==> config.mk <==
export PLATFORM = sky130hd
export DESIGN_NAME = rgb_to_gray_top
export DESIGN_NICKNAME = d
export VERILOG_FILES = /design/src/hw/gray_pkg.sv /design/src/hw/axi_lite_decode.sv /design/src/hw/gray_execute.sv /design/src/hw/axi_lite_result.sv /design/src/hw/rgb_to_gray_top.sv
export SDC_FILE = /design/constraint.sdc
export NUM_CORES = 1
export LEC_CHECK = 0
export BUFFER_PORTS_ARGS = -buffer_cell sky130_fd_sc_hd__buf_2
export CORE_MARGIN = 3
export CORE_UTILIZATION = 60
export CTS_BUF_LIST = sky130_fd_sc_hd__clkbuf_4
export CTS_CLUSTER_DIAMETER = 120
export DETAILED_ROUTE_END_ITERATION = 16
export MAX_ROUTING_LAYER = met4
export PLACE_DENSITY_LB_ADDON = 0.15
export SLEW_MARGIN = 20
export SYNTH_ARGS = -nofsm -noshare
export SYNTH_HDL_FRONTEND = slang
export SYNTH_HIERARCHICAL = 1
export SYNTH_SLANG_ARGS = --single-unit
==> constraint.sdc <==
create_clock -name s_axi_aclk -period 9.5 [get_ports s_axi_aclk]
set_clock_uncertainty 0.15 [all_clocks]
set_input_delay 0.475 -clock s_axi_aclk [delete_from_list [all_inputs] [get_ports s_axi_aclk]]
set_output_delay 0.475 -clock s_axi_aclk [all_outputs]
set_load 0.02 [all_outputs]
==> src/hw/gray_pkg.sv <==
// Gray converter shared definitions
package gray_pkg;

    // Register map
    // Byte offsets within the slave window
    localparam logic [31:0] pixel_off = 32'h0000_0000;
    localparam logic [31:0] gray_off  = 32'h0000_0004;

    // AXI response codes
    // EXOKAY and DECERR are never returned by this slave
    typedef enum logic [1:0] {
        resp_okay   = 2'b00,
        resp_slverr = 2'b10
    } axi_resp_t;

    // Transaction opcodes produced by the channel decode
    typedef enum logic [2:0] {
        // Idle cycle, no transaction this cycle
        op_none,
        // Write to the pixel register
        op_write_pixel,
        // Write to any other offset
        op_write_bad,
        // Read of the pixel register
        op_read_pixel,
        // Read of the gray result
        op_read_gray,
        // Read of an unmapped offset
        op_read_bad
    } gray_op_t;

    // Write request, valid for one cycle when op is not op_none
    typedef struct packed {
        // Decoded write opcode
        gray_op_t    op;
        // Captured write data word
        logic [31:0] data;
        // Captured byte strobes
        logic [3:0]  strb;
    } wr_req_t;

    // Register file contents seen by the read path
    typedef struct packed {
        // Stored RGB888 pixel
        // R in bits 23:16, G in 15:8, B in 7:0
        logic [23:0] pixel;
        // Luma result of the stored pixel
        logic [7:0]  gray;
    } gray_regs_t;

endpackage

==> src/hw/axi_lite_decode.sv <==
// AXI4-Lite channel decode
module axi_lite_decode #(
    parameter int ADDR_WIDTH = 32
) (
    input  logic                  s_axi_aclk,
    input  logic                  s_axi_aresetn,
    // Write address channel
    input  logic [ADDR_WIDTH-1:0] s_axi_awaddr,
    input  logic                  s_axi_awvalid,
    output logic                  s_axi_awready,
    // Write data channel
    input  logic [31:0]           s_axi_wdata,
    input  logic [3:0]            s_axi_wstrb,
    input  logic                  s_axi_wvalid,
    output logic                  s_axi_wready,
    // Read address channel
    input  logic [ADDR_WIDTH-1:0] s_axi_araddr,
    input  logic                  s_axi_arvalid,
    output logic                  s_axi_arready,
    // Response handshakes from the result block
    input  logic                  wr_done,
    input  logic                  rd_done,
    // Decoded transactions
    output gray_pkg::wr_req_t     wr_req,
    output gray_pkg::gray_op_t    rd_op
);
    import gray_pkg::*;

    // Word address width, byte lane bits dropped
    localparam int WORD_BITS = ADDR_WIDTH - 2;
    localparam logic [WORD_BITS-1:0] PIXEL_WORD = pixel_off[ADDR_WIDTH-1:2];
    localparam logic [WORD_BITS-1:0] GRAY_WORD  = gray_off[ADDR_WIDTH-1:2];

    // Channel handshakes
    logic aw_hs;
    logic w_hs;
    logic ar_hs;
    // Captured flags, one per channel
    logic aw_held;
    logic w_held;
    logic ar_held;
    // Both write halves present
    logic wr_fire;
    // Captured payload
    logic [WORD_BITS-1:0] aw_word;
    logic [WORD_BITS-1:0] ar_word;
    logic [31:0]          w_data;
    logic [3:0]           w_strb;

    assign aw_hs   = s_axi_awvalid & s_axi_awready;
    assign w_hs    = s_axi_wvalid & s_axi_wready;
    assign ar_hs   = s_axi_arvalid & s_axi_arready;
    assign wr_fire = aw_held & w_held;

    // Readies
    // Each drops on its own handshake and returns with the response handshake
    always_ff @(posedge s_axi_aclk or negedge s_axi_aresetn) begin
        if (!s_axi_aresetn) begin
            s_axi_awready <= 1'b1;
            s_axi_wready  <= 1'b1;
            s_axi_arready <= 1'b1;
        end else begin
            if (aw_hs) begin
                s_axi_awready <= 1'b0;
            end else if (wr_done) begin
                s_axi_awready <= 1'b1;
            end
            if (w_hs) begin
                s_axi_wready <= 1'b0;
            end else if (wr_done) begin
                s_axi_wready <= 1'b1;
            end
            if (ar_hs) begin
                s_axi_arready <= 1'b0;
            end else if (rd_done) begin
                s_axi_arready <= 1'b1;
            end
        end
    end

    // Held flags
    // Cleared on the strobe cycle so each op lasts exactly one cycle
    always_ff @(posedge s_axi_aclk or negedge s_axi_aresetn) begin
        if (!s_axi_aresetn) begin
            aw_held <= 1'b0;
            w_held  <= 1'b0;
            ar_held <= 1'b0;
        end else begin
            if (aw_hs) begin
                aw_held <= 1'b1;
            end else if (wr_fire) begin
                aw_held <= 1'b0;
            end
            if (w_hs) begin
                w_held <= 1'b1;
            end else if (wr_fire) begin
                w_held <= 1'b0;
            end
            // Read op stays up for a single cycle
            ar_held <= ar_hs;
        end
    end

    // Payload capture
    always_ff @(posedge s_axi_aclk) begin
        if (aw_hs) begin
            aw_word <= s_axi_awaddr[ADDR_WIDTH-1:2];
        end
        if (w_hs) begin
            w_data <= s_axi_wdata;
            w_strb <= s_axi_wstrb;
        end
        if (ar_hs) begin
            ar_word <= s_axi_araddr[ADDR_WIDTH-1:2];
        end
    end

    // Write classification
    // Only the pixel word is writable
    always_comb begin
        wr_req.op   = op_none;
        wr_req.data = w_data;
        wr_req.strb = w_strb;
        if (wr_fire) begin
            wr_req.op = (aw_word == PIXEL_WORD) ? op_write_pixel : op_write_bad;
        end
    end

    // Read classification
    always_comb begin
        rd_op = op_none;
        if (ar_held) begin
            if (ar_word == PIXEL_WORD) begin
                rd_op = op_read_pixel;
            end else if (ar_word == GRAY_WORD) begin
                rd_op = op_read_gray;
            end else begin
                rd_op = op_read_bad;
            end
        end
    end

endmodule

==> src/hw/gray_execute.sv <==
// Pixel register and gray datapath
module gray_execute #(
    parameter logic [7:0] R_COEFF = 8'd77,
    parameter logic [7:0] G_COEFF = 8'd150,
    parameter logic [7:0] B_COEFF = 8'd29
) (
    input  logic                 s_axi_aclk,
    input  logic                 s_axi_aresetn,
    // One-cycle write strobe from the decode
    input  gray_pkg::wr_req_t    wr_req,
    // Stored pixel and its gray value
    output gray_pkg::gray_regs_t regs
);
    import gray_pkg::*;

    // Pixel write this cycle
    logic        pixel_wr;
    // Pixel after strobe merge
    logic [23:0] pixel_next;
    logic [23:0] pixel_q;
    // Gray load pending, one cycle behind the pixel update
    logic        gray_pend;
    logic [7:0]  gray_q;
    // Weighted channels
    logic [15:0] r_prod;
    logic [15:0] g_prod;
    logic [15:0] b_prod;
    // Room for any 8-bit weights
    logic [17:0] luma_sum;

    assign pixel_wr = (wr_req.op == op_write_pixel);

    // Byte merge under strobes
    // Strobe bit 3 has no byte to land in
    always_comb begin
        pixel_next = pixel_q;
        for (int i = 0; i < 3; i++) begin
            if (wr_req.strb[i]) begin
                pixel_next[8*i +: 8] = wr_req.data[8*i +: 8];
            end
        end
    end

    // Pixel register
    always_ff @(posedge s_axi_aclk or negedge s_axi_aresetn) begin
        if (!s_axi_aresetn) begin
            pixel_q <= 24'h0;
        end else if (pixel_wr) begin
            pixel_q <= pixel_next;
        end
    end

    // Products taken from the updated pixel register
    assign r_prod   = R_COEFF * pixel_q[23:16];
    assign g_prod   = G_COEFF * pixel_q[15:8];
    assign b_prod   = B_COEFF * pixel_q[7:0];
    assign luma_sum = r_prod + g_prod + b_prod;

    // Gray register
    // Loaded on the edge after the pixel write, shift by 8 and truncate
    always_ff @(posedge s_axi_aclk or negedge s_axi_aresetn) begin
        if (!s_axi_aresetn) begin
            gray_pend <= 1'b0;
            gray_q    <= 8'h0;
        end else begin
            gray_pend <= pixel_wr;
            if (gray_pend) begin
                gray_q <= luma_sum[15:8];
            end
        end
    end

    // Register view for the read path
    assign regs.pixel = pixel_q;
    assign regs.gray  = gray_q;

endmodule

==> src/hw/axi_lite_result.sv <==
// AXI4-Lite response generation
module axi_lite_result (
    input  logic                 s_axi_aclk,
    input  logic                 s_axi_aresetn,
    // Decoded transactions
    input  gray_pkg::wr_req_t    wr_req,
    input  gray_pkg::gray_op_t   rd_op,
    // Register contents
    input  gray_pkg::gray_regs_t regs,
    // Write response channel
    output logic [1:0]           s_axi_bresp,
    output logic                 s_axi_bvalid,
    input  logic                 s_axi_bready,
    // Read data channel
    output logic [31:0]          s_axi_rdata,
    output logic [1:0]           s_axi_rresp,
    output logic                 s_axi_rvalid,
    input  logic                 s_axi_rready,
    // Handshake pulses back to the decode
    output logic                 wr_done,
    output logic                 rd_done
);
    import gray_pkg::*;

    // Write strobe this cycle
    logic        wr_strobe;
    // Read strobe this cycle
    logic        rd_strobe;
    // Response for the current write
    axi_resp_t   wr_resp;
    // Data and response for the current read
    axi_resp_t   rd_resp;
    logic [31:0] rd_data;
    // Held response codes
    axi_resp_t   bresp_q;
    axi_resp_t   rresp_q;

    assign wr_strobe = (wr_req.op != op_none);
    assign rd_strobe = (rd_op != op_none);
    assign wr_resp   = (wr_req.op == op_write_pixel) ? resp_okay : resp_slverr;

    // Read mux, zero-extended registers
    always_comb begin
        rd_data = 32'h0;
        rd_resp = resp_okay;
        case (rd_op)
            op_read_pixel: rd_data = {8'h0, regs.pixel};
            op_read_gray:  rd_data = {24'h0, regs.gray};
            default:       rd_resp = resp_slverr;
        endcase
    end

    // Write response
    // Held until bready, next strobe cannot come before wr_done
    always_ff @(posedge s_axi_aclk or negedge s_axi_aresetn) begin
        if (!s_axi_aresetn) begin
            s_axi_bvalid <= 1'b0;
            bresp_q      <= resp_okay;
        end else if (wr_strobe) begin
            s_axi_bvalid <= 1'b1;
            bresp_q      <= wr_resp;
        end else if (wr_done) begin
            s_axi_bvalid <= 1'b0;
        end
    end

    // Read response valid and code
    always_ff @(posedge s_axi_aclk or negedge s_axi_aresetn) begin
        if (!s_axi_aresetn) begin
            s_axi_rvalid <= 1'b0;
            rresp_q      <= resp_okay;
        end else if (rd_strobe) begin
            s_axi_rvalid <= 1'b1;
            rresp_q      <= rd_resp;
        end else if (rd_done) begin
            s_axi_rvalid <= 1'b0;
        end
    end

    // Read data, stable while rvalid is up
    always_ff @(posedge s_axi_aclk) begin
        if (rd_strobe) begin
            s_axi_rdata <= rd_data;
        end
    end

    assign s_axi_bresp = bresp_q;
    assign s_axi_rresp = rresp_q;

    // Done pulses mark the handshake cycle
    assign wr_done = s_axi_bvalid & s_axi_bready;
    assign rd_done = s_axi_rvalid & s_axi_rready;

endmodule

==> src/hw/rgb_to_gray_top.sv <==
// RGB to gray AXI4-Lite slave
module rgb_to_gray_top #(
    parameter int         ADDR_WIDTH = 32,
    parameter logic [7:0] R_COEFF    = 8'd77,
    parameter logic [7:0] G_COEFF    = 8'd150,
    parameter logic [7:0] B_COEFF    = 8'd29
) (
    input  logic                  s_axi_aclk,
    input  logic                  s_axi_aresetn,
    // Write address channel
    input  logic [ADDR_WIDTH-1:0] s_axi_awaddr,
    input  logic                  s_axi_awvalid,
    output logic                  s_axi_awready,
    // Write data channel
    input  logic [31:0]           s_axi_wdata,
    input  logic [3:0]            s_axi_wstrb,
    input  logic                  s_axi_wvalid,
    output logic                  s_axi_wready,
    // Write response channel
    output logic [1:0]            s_axi_bresp,
    output logic                  s_axi_bvalid,
    input  logic                  s_axi_bready,
    // Read address channel
    input  logic [ADDR_WIDTH-1:0] s_axi_araddr,
    input  logic                  s_axi_arvalid,
    output logic                  s_axi_arready,
    // Read data channel
    output logic [31:0]           s_axi_rdata,
    output logic [1:0]            s_axi_rresp,
    output logic                  s_axi_rvalid,
    input  logic                  s_axi_rready
);
    import gray_pkg::*;

    // Decode to datapath and response
    wr_req_t    wr_req;
    gray_op_t   rd_op;
    // Datapath to read mux
    gray_regs_t regs;
    // Response handshakes back to decode
    logic       wr_done;
    logic       rd_done;

    axi_lite_decode #(
        .ADDR_WIDTH (ADDR_WIDTH)
    ) u_decode (
        .s_axi_aclk    (s_axi_aclk),
        .s_axi_aresetn (s_axi_aresetn),
        .s_axi_awaddr  (s_axi_awaddr),
        .s_axi_awvalid (s_axi_awvalid),
        .s_axi_awready (s_axi_awready),
        .s_axi_wdata   (s_axi_wdata),
        .s_axi_wstrb   (s_axi_wstrb),
        .s_axi_wvalid  (s_axi_wvalid),
        .s_axi_wready  (s_axi_wready),
        .s_axi_araddr  (s_axi_araddr),
        .s_axi_arvalid (s_axi_arvalid),
        .s_axi_arready (s_axi_arready),
        .wr_done       (wr_done),
        .rd_done       (rd_done),
        .wr_req        (wr_req),
        .rd_op         (rd_op)
    );

    gray_execute #(
        .R_COEFF (R_COEFF),
        .G_COEFF (G_COEFF),
        .B_COEFF (B_COEFF)
    ) u_execute (
        .s_axi_aclk    (s_axi_aclk),
        .s_axi_aresetn (s_axi_aresetn),
        .wr_req        (wr_req),
        .regs          (regs)
    );

    axi_lite_result u_result (
        .s_axi_aclk    (s_axi_aclk),
        .s_axi_aresetn (s_axi_aresetn),
        .wr_req        (wr_req),
        .rd_op         (rd_op),
        .regs          (regs),
        .s_axi_bresp   (s_axi_bresp),
        .s_axi_bvalid  (s_axi_bvalid),
        .s_axi_bready  (s_axi_bready),
        .s_axi_rdata   (s_axi_rdata),
        .s_axi_rresp   (s_axi_rresp),
        .s_axi_rvalid  (s_axi_rvalid),
        .s_axi_rready  (s_axi_rready),
        .wr_done       (wr_done),
        .rd_done       (rd_done)
    );

endmodule

==> flow_summary.yaml, run 1 <==
sta:
  min_period_over_period: 0.718
  max-slew-margin-rel: 0.360
  fmax_ghz: 0.147
  whs_ns: 0.0622
  tightest_slew_ns: 0.960
  tns_ns: 0
  finalMaxSlewViolations: 0
  setup_viol: 0
  rsz0062_at_grt: "no"
  setup_slack_ns: 2.68
  period_needed_ns: 6.82
  hold_viol: 0
route:
  avgRoutedWirePerCell_um: 16.4
  routed_wl_mm: 17.4
  drt_iter0_drc: 293
  drc_errors: 0
  num_vias: 5607
  detail-route-antenna-nets: 0
  firstDrtPassIters: 5
  viasPerCell: 5.31
die:
  rows: 43
  num_io_pins: 148
  dieArea_mm2: 0.0158
  core_area_mm2: 0.0139
  start_util: 0.616
  die_w_um: 126
  die_y_um: 126
cts:
  cts_tree: "built"
  postCtsSetupRepairBufs: 0
  cts_root_buffer: "clkbuf_4"
  htreeDepth: 4
  cts_hold_buf: 91
  clock_sinks: 154
  cts_buffer_depth: 2
  clk_latency_ns: 0.57
  numCtsBuffers: 17
  cts.clk_slew.worst_paths_ns: 0.13
  cts_resized: 0
place:
  portBuffers: 124
  gp_congestion: 0.812
  placed_cell_area_mm2: 0.00937
  place_ws_ns: 2.69
  dpl.hpwl_mm: 11.4
pwr:
  p_leak_uw: 0.00476
  vdd_ir_drop_max_v: 0.000125
  cellPowerDensity_mw_per_mm2: 117
global_route:
  grt_use_total: 0.242
  grt_pass1_wl_mm: 29.2
  grt_max_degree: 44
  antenna_found_initial: 1
  grt_pass1_vias: 6050
  grt.overflow.total: 0
worst_setup_path:
  crit_type: "reg2reg"
  path_cells: "ha_1, ha_1, inv_1, fa_1, fa_1, inv_1, ha_1, o21a_1, nand2_1, a21boi_1, fa_1, fa_1, inv_1, fa_1, fa_1, inv_1, ha_1, or3_1, o2111a_1, or3_1, and3_4, o31ai_2"
  start_kind: "flip-flop"
  cp.arrival_ns: 7.14
  critical-path-slowest-cell: "fa_1"
  cp.required_ns: 9.81
  cp_max_fo: 6
  crit_path_end_kind: "flip-flop"
  cp_slowest_stage_delay_ns: 0.55
  crit_top_cell: "fa_1"
cells_and_area:
  syn_to_final_growth_pct: 22.8
  layout-drive-gt1-share: 0.224
  final_util: 0.757
  final_cell_area_mm2: 0.0105
  layout.nets: 1107
worst_hold_path:
  hold_class: "in2reg"
run:
  drv_cap: 0
logic_synthesis:
  avgSynthCellArea_um2: 13.6
  synth_area_mm2: 0.00859
  ys_warn_count: 6
  syn_inst: 633
status:
  status: "completed"
## worst max-delay path, delay by kind of cell, from the launching register on
kind                     cells  cell delay [ns]
adder cells (fa/ha/maj)     10             4.05
AND/OR/NAND/NOR              4             1.06
AO/OA/AOI/OAI                4             0.78
flip-flops                   1             0.49
buffers and inverters        4             0.18
## final cells by class
type / instances / area [um^2]
Clock inverter: 12 / 105
Clock buffer: 20 / 150
Sequential cell: 154 / 4410
Antenna cell: 1 / 2.50
Timing Repair Buffer: 218 / 1560
Multi-Input combinational cell: 365 / 3690
Fill cell: 869 / 3390
Tap cell: 180 / 225
Inverter: 105 / 395
## final timing paths
path,startpoint,to,slack [ns],cells after the start
max,u_execute/pixel_q[12],u_execute/gray_q[7],2.68,22
min,s_axi_rready,u_result/s_axi_rvalid,0.06,3
max reg2reg,u_execute/pixel_q[12],u_execute/gray_q[7],2.68,22
min reg2reg,u_decode/w_data[15],u_execute/pixel_q[15],0.32,2
max in group asynchronous,s_axi_aresetn,u_execute/gray_q[7],8.47,2
min in group asynchronous,s_axi_aresetn,u_execute/pixel_q[10],0.30,2
## where the power goes
part           internal, uW  switching (uW)
clock network           120             245
logic                  50.2            49.7
registers               761            12.8
total                   930             307
## metrics by stage
stage | total power, uW | instances
after detailed placement | 854 | 931
after CTS | 1240 | 1054
after floorplan | 818 | 642
after global placement | 849 | 930
final | 1240 | 1055
after global routing | 1290 | 1055
## sequential cells by signal, indices dropped and copies added (netlist names)
name,flops
u_decode/ar_held,1
u_decode/ar_word,30
u_decode/aw_held,1
u_decode/aw_word,30
u_decode/s_axi_arready,1
u_decode/s_axi_awready,1
u_decode/s_axi_wready,1
u_decode/w_data,24
u_decode/w_held,1
u_decode/w_strb,3
u_execute/gray_pend,1
u_execute/gray_q,8
u_execute/pixel_q,24
u_result/s_axi_bresp,1
u_result/s_axi_bvalid,1
u_result/s_axi_rdata,24
u_result/s_axi_rresp,1
u_result/s_axi_rvalid,1
## cell usage in the layout, fill, tap and decap left out, types with 3 or more instances in the layout
master and n:
fa_1 55, or3_1 4, dlygate4sd3_1 91, dfrtp_1 40, nor3_1 10, o21ai_0 12
inv_6 5, mux2_2 21, a22o_1 8, o21ai_1 5, buf_4 3, edfxtp_1 111
nand2_1 14, dfstp_2 3, a21o_1 8, nor2_1 18, nand4_1 5, conb_1 11
buf_2 123, o211ai_1 7, a21oi_1 17, ha_1 84, inv_1 103, and2_1 23
xor2_1 5, o21a_1 3, clkbuf_4 20, and4_1 3, nor4_1 10, xnor2_1 7
clkinvlp_4 4
## layer usage
layer	track usage	vias up	wire length (um)
met1	0.313	2735	7290
met4	0.0599	0	235
met2	0.391	213	8750
li1	-	2639	-
met3	0.0611	20	1080
met5	-	-	0
Note: power is estimated with default switching activity, not from simulation.
==> run 2, diff against run 1 <==
CORE_UTILIZATION = 53   (was 60)
clock period = 6.1 ns   (was 9.5 ns; I/O delays follow)
==> flow_summary.yaml, run 2 (same netlist as run 1, synthesis figures left out) <==
route:
  drt_iter0_drc: 247
  avgRoutedWirePerCell_um: 15.8
  num_vias: 5668
  routed_wl_mm: 17.6
  detail-route-antenna-nets: 0
  viasPerCell: 5.09
  drc_errors: 0
  firstDrtPassIters: 5
cts:
  clk_latency_ns: 0.58
  cts_tree: "built"
  cts_root_buffer: "clkbuf_4"
  cts.clk_slew.worst_paths_ns: 0.13
  clock_sinks: 154
  cts_buffer_depth: 2
  numCtsBuffers: 17
  htreeDepth: 4
status:
  status: "complete, but fails checks"
  violations: "setup timing"
pwr:
  switching_share: 0.246
  internal_power_uw: 1480
  p_leak_uw: 0.00491
  pwr-share-comb: 0.079
  power.share.clock: 0.307
  switchingPower_uw: 483
  cellPowerDensity_mw_per_mm2: 180
  vdd_ir_drop_max_v: 0.000145
  power_uw: 1960
  p_seq_frac: 0.613
sta:
  hold_viol: 0
  setup_viol: 5
  whs_ns: 0.109
  setup_slack_ns: -0.244
  max-slew-margin-rel: 0.366
  rsz0062_at_grt: "yes"
  fmax_ghz: 0.158
  min_period_over_period: 1.04
  finalMaxSlewViolations: 0
  period_needed_ns: 6.34
  tightest_slew_ns: 0.951
worst_setup_path:
  r2r_cells: 22
  cp.required_ns: 6.42
  crit_type: "reg2reg"
  cp.arrival_ns: 6.66
  cp_max_fo: 2
  start_kind: "flip-flop"
  crit_path_end_kind: "flip-flop"
place:
  gp_congestion: 0.837
  placed_cell_area_mm2: 0.00960
  portBuffers: 124
  dpl.hpwl_mm: 12.2
  place_ws_ns: -0.316
cells_and_area:
  final_cell_area_mm2: 0.0109
  top_regs: "u_decode/ar_word (30), u_decode/aw_word (30)"
  syn_to_final_growth_pct: 27.1
  final_common_cell: "buf_2"
  mostFrequentLayoutCells: "buf_2 (123), edfxtp_1 (111), inv_1 (100), dlygate4sd3_1 (94), ha_1 (79)"
  layout-drive-gt1-share: 0.266
  antennaDiodeCount: 0
  layout.nets: 1135
global_route:
  grt_pass1_vias: 6106
  antenna_found_initial: 0
  grt_use_total: 0.217
  grt_pass1_wl_mm: 29.2
  grt.overflow.total: 0
  grt_max_degree: 44
die:
  dieArea_mm2: 0.0178
  start_util: 0.552
  rows: 45
  die_y_um: 133
  num_io_pins: 148
  core_area_mm2: 0.0155
  die_w_um: 133
run:
  drv_cap: 0
worst_hold_path:
  hold_class: "in2async"
-- run 2: cell types whose count changed in the layout (fill, tap and decap cells not counted), moves of 3 or more --
cell           delta
a21oi_1           -3
dlygate4sd3_1     +3
inv_2             +3
ha_4              +4
buf_4            +26
inv_1             -3
ha_1              -5
a21oi_2           +3
-- run 2: power by group through the flow --
stage | clock network (uW) | logic [uW] | registers, uW
floorplan | 0 | 47.0 | 1230
global placement | 0 | 100 | 1220
detailed placement | 0 | 106 | 1230
CTS | 621 | 153 | 1200
global route | 660 | 171 | 1210
finish | 603 | 156 | 1200
-- run 2: per-stage QoR --
stage / utilization / setup TNS, ns / instances
6_report: 0.702 / -0.945 / 1113
4_1_cts: 0.698 / -1.21 / 1113
3_5_place_dp: 0.618 / -1.13 / 984
3_3_place_gp: 0.617 / -0.786 / 984
5_1_grt: 0.702 / -1.94 / 1113
2_1_floorplan: - / -0.240 / 642
-- run 2: what timing repair did --
action                     CTS  global route
pin swaps                    6            12
setup endpoints to repair    5             6
resized for setup            6             8
hold endpoints to repair   132             0
buffers inserted             3             0
gates cloned                 0             0
hold buffers                94             0
-- run 2: final timing paths --
path	from	slack, ns	to
min	s_axi_aresetn	0.11	u_execute/pixel_q[8]
max in group asynchronous	s_axi_aresetn	5.25	u_execute/pixel_q[4]
max reg2reg	u_execute/pixel_q[12]	-0.24	u_execute/gray_q[7]
min reg2reg	u_decode/w_data[16]	0.31	u_execute/pixel_q[16]
max	u_execute/pixel_q[12]	-0.24	u_execute/gray_q[7]
min in group s_axi_aclk	s_axi_awaddr[17]	0.27	u_decode/aw_word[15]
-- run 2: routing by layer --
metal	global-route usage	vias to the layer above	wire length, um
met5	-	-	0
met4	0.0686	0	380
met3	0.0449	31	739
met2	0.372	169	9160
met1	0.259	2775	7330
li1	-	2693	-
-- run 2: cell type report --
cell class	count	area, um^2
timing repair buffer	246	1770
fill	1117	4620
multi-input combinational	365	3800
sequential	154	4410
clock buffer	18	135
clock inverter	14	135
tap	211	264
inverter	105	395
-- run 2: worst max-delay path: stages (launching register included) --
cell,delay (ns)
dfrtp_1,0.44
ha_4,0.26
ha_4,0.26
inv_2,0.03
fa_1,0.47
fa_1,0.53
inv_2,0.05
ha_4,0.25
o21a_1,0.13
nand2_1,0.06
a21boi_2,0.17
fa_2,0.54
fa_1,0.43
inv_2,0.07
fa_2,0.43
fa_1,0.48
inv_1,0.04
ha_2,0.17
or3_4,0.36
o2111a_1,0.25
or3_4,0.34
and3_4,0.19
o31ai_4,0.16
==> run 3, diff against run 2 <==
GPL_TIMING_DRIVEN = 0   (was not set)
==> flow_summary.yaml, run 3 (same netlist as run 1, synthesis figures left out) <==
place:
  gp_congestion: 0.822
  portBuffers: 124
  place_inst: 978
  dpl.hpwl_mm: 12.1
  placed_cell_area_mm2: 0.00956
  place_ws_ns: -0.511
cells_and_area:
  top_regs: "u_decode/ar_word (30), u_decode/aw_word (30)"
  final_util: 0.714
  final_common_cell: "buf_2"
  fin_cells: 1128
  syn_to_final_growth_pct: 29.2
  final_cell_area_mm2: 0.0111
  fill_cells: 1092
  mostFrequentLayoutCells: "buf_2 (124), edfxtp_1 (111), inv_1 (99), dlygate4sd3_1 (95), ha_1 (77)"
  layout.nets: 1149
  layout-drive-gt1-share: 0.286
status:
  status: "complete, but fails checks"
  violations: "setup timing"
sta:
  max-slew-margin-rel: 0.485
  min_period_over_period: 1.05
  setup_viol: 5
  period_needed_ns: 6.43
  tightest_slew_ns: 0.771
  rsz0062_at_grt: "yes"
  setup_slack_ns: -0.328
  hold_viol: 0
  fmax_ghz: 0.156
  finalMaxSlewViolations: 0
cts:
  cts_buffer_depth: 2
  numCtsBuffers: 17
  htreeDepth: 4
  clk_latency_ns: 0.55
  cts_tree: "built"
  cts.clk_slew.worst_paths_ns: 0.14
  cts_root_buffer: "clkbuf_4"
  clock_sinks: 154
worst_setup_path:
  cp.arrival_ns: 6.74
  r2r_slack_ns: -0.33
  start_kind: "flip-flop"
  cp.required_ns: 6.42
  crit_type: "reg2reg"
  crit_top_cell: "buf_4"
  cp_slowest_stage_delay_ns: 0.53
  crit_path_end_kind: "flip-flop"
  critical-path-slowest-cell: "fa_1"
  cp_max_fo: 2
route:
  detail-route-antenna-nets: 0
  drc_errors: 0
  num_vias: 5765
  firstDrtPassIters: 4
  routed_wl_mm: 18.6
  viasPerCell: 5.11
  drt_iter0_drc: 210
  avgRoutedWirePerCell_um: 16.5
die:
  die_y_um: 133
  core_area_mm2: 0.0155
  rows: 45
  num_io_pins: 148
  die_w_um: 133
  dieArea_mm2: 0.0178
  start_util: 0.552
global_route:
  grt_use_total: 0.228
  grt.overflow.total: 0
  grt_pass1_wl_mm: 30.7
  antenna_found_initial: 1
  grt_max_degree: 44
  grt_pass1_vias: 6297
run:
  drv_cap: 0
worst_hold_path:
  hold_class: "in2async"
pwr:
  cellPowerDensity_mw_per_mm2: 178
  p_leak_uw: 0.00499
  vdd_ir_drop_max_v: 0.000184
run 3: cell count changes in the layout (fill, tap and decap cells not counted), sizes merged:
cell / change
dlygate4sd3: +1
buf: +9
clkinvlp: -1
clkinv: +1
clkbuf: +4
diode: +1
run 3: per-layer routing:
layer / global-route usage / part of all wire / routed length [um] / up-vias
li1: - / - / - / 2728
met1: 0.267 / 0.40 / 7490 / 2856
met2: 0.402 / 0.54 / 10000 / 153
met3: 0.0472 / 0.045 / 831 / 28
met4: 0.0651 / 0.016 / 294 / 0
met5: - / 0 / 0 / -
run 3: report_power, final:
part           total [uW]  leakage [uW]  switching, uW  internal [uW]
registers            1200       0.00151           19.0           1180
clock network         604      0.000151            386            218
logic                 166       0.00332           78.3           87.4
run 3: final timing paths:
| kind | endpoint | from | cells past startpoint |
|---|---|---|---|
| min reg2reg | u_execute/pixel_q[6] | u_decode/w_data[6] | 2 |
| max in group asynchronous | u_execute/pixel_q[14] | s_axi_aresetn | 2 |
| min | u_execute/pixel_q[11] | s_axi_aresetn | 2 |
| min in group s_axi_aclk | u_decode/aw_word[13] | s_axi_awaddr[15] | 2 |
| max | u_execute/gray_q[7] | u_execute/pixel_q[14] | 32 |
| max reg2reg | u_execute/gray_q[7] | u_execute/pixel_q[14] | 32 |
run 3: repair_timing:
action                                  4_1_cts  5_1_grt
endpoints found under the setup margin        6        6
endpoints found under the hold margin       132        0
setup buffers                                20        2
gates resized for setup                      16       13
pin swaps                                    17       18
hold buffers                                 95        0
run 3: worst max-delay path, delay by kind of cell (launching register included):
kind	cells	cell delay, ns
AO/OA/AOI/OAI	4	0.78
XOR/XNOR	1	0.22
buffers and inverters	16	1.76
AND/OR/NAND/NOR	4	0.65
flip-flops	1	0.45
adder cells (fa/ha/maj)	7	2.33
run 3: cell type report:
cell class	instances	area (um^2)	area share
Timing Repair Buffer	242	1760	0.159
Multi-Input combinational cell	365	3850	0.347
Sequential cell	154	4420	0.398
Clock inverter	14	138	0.0124
Clock buffer	18	135	0.0122
Inverter	105	398	0.0359
Buffer	18	125	0.0113
Tap cell	211	264	0.0238
Antenna cell	1	2.50	0.000226
run 3: through the flow:
stage | hold WS (ns) | power (uW) | setup TNS [ns]
3_3_place_gp | 0.293 | 1330 | -1.65
3_5_place_dp | 0.297 | 1340 | -2.26
2_1_floorplan | -0.141 | 1270 | -0.240
5_1_grt | 0.150 | 2050 | -1.99
6_report | 0.134 | 1970 | -0.905
4_1_cts | 0.240 | 1990 | -0.824
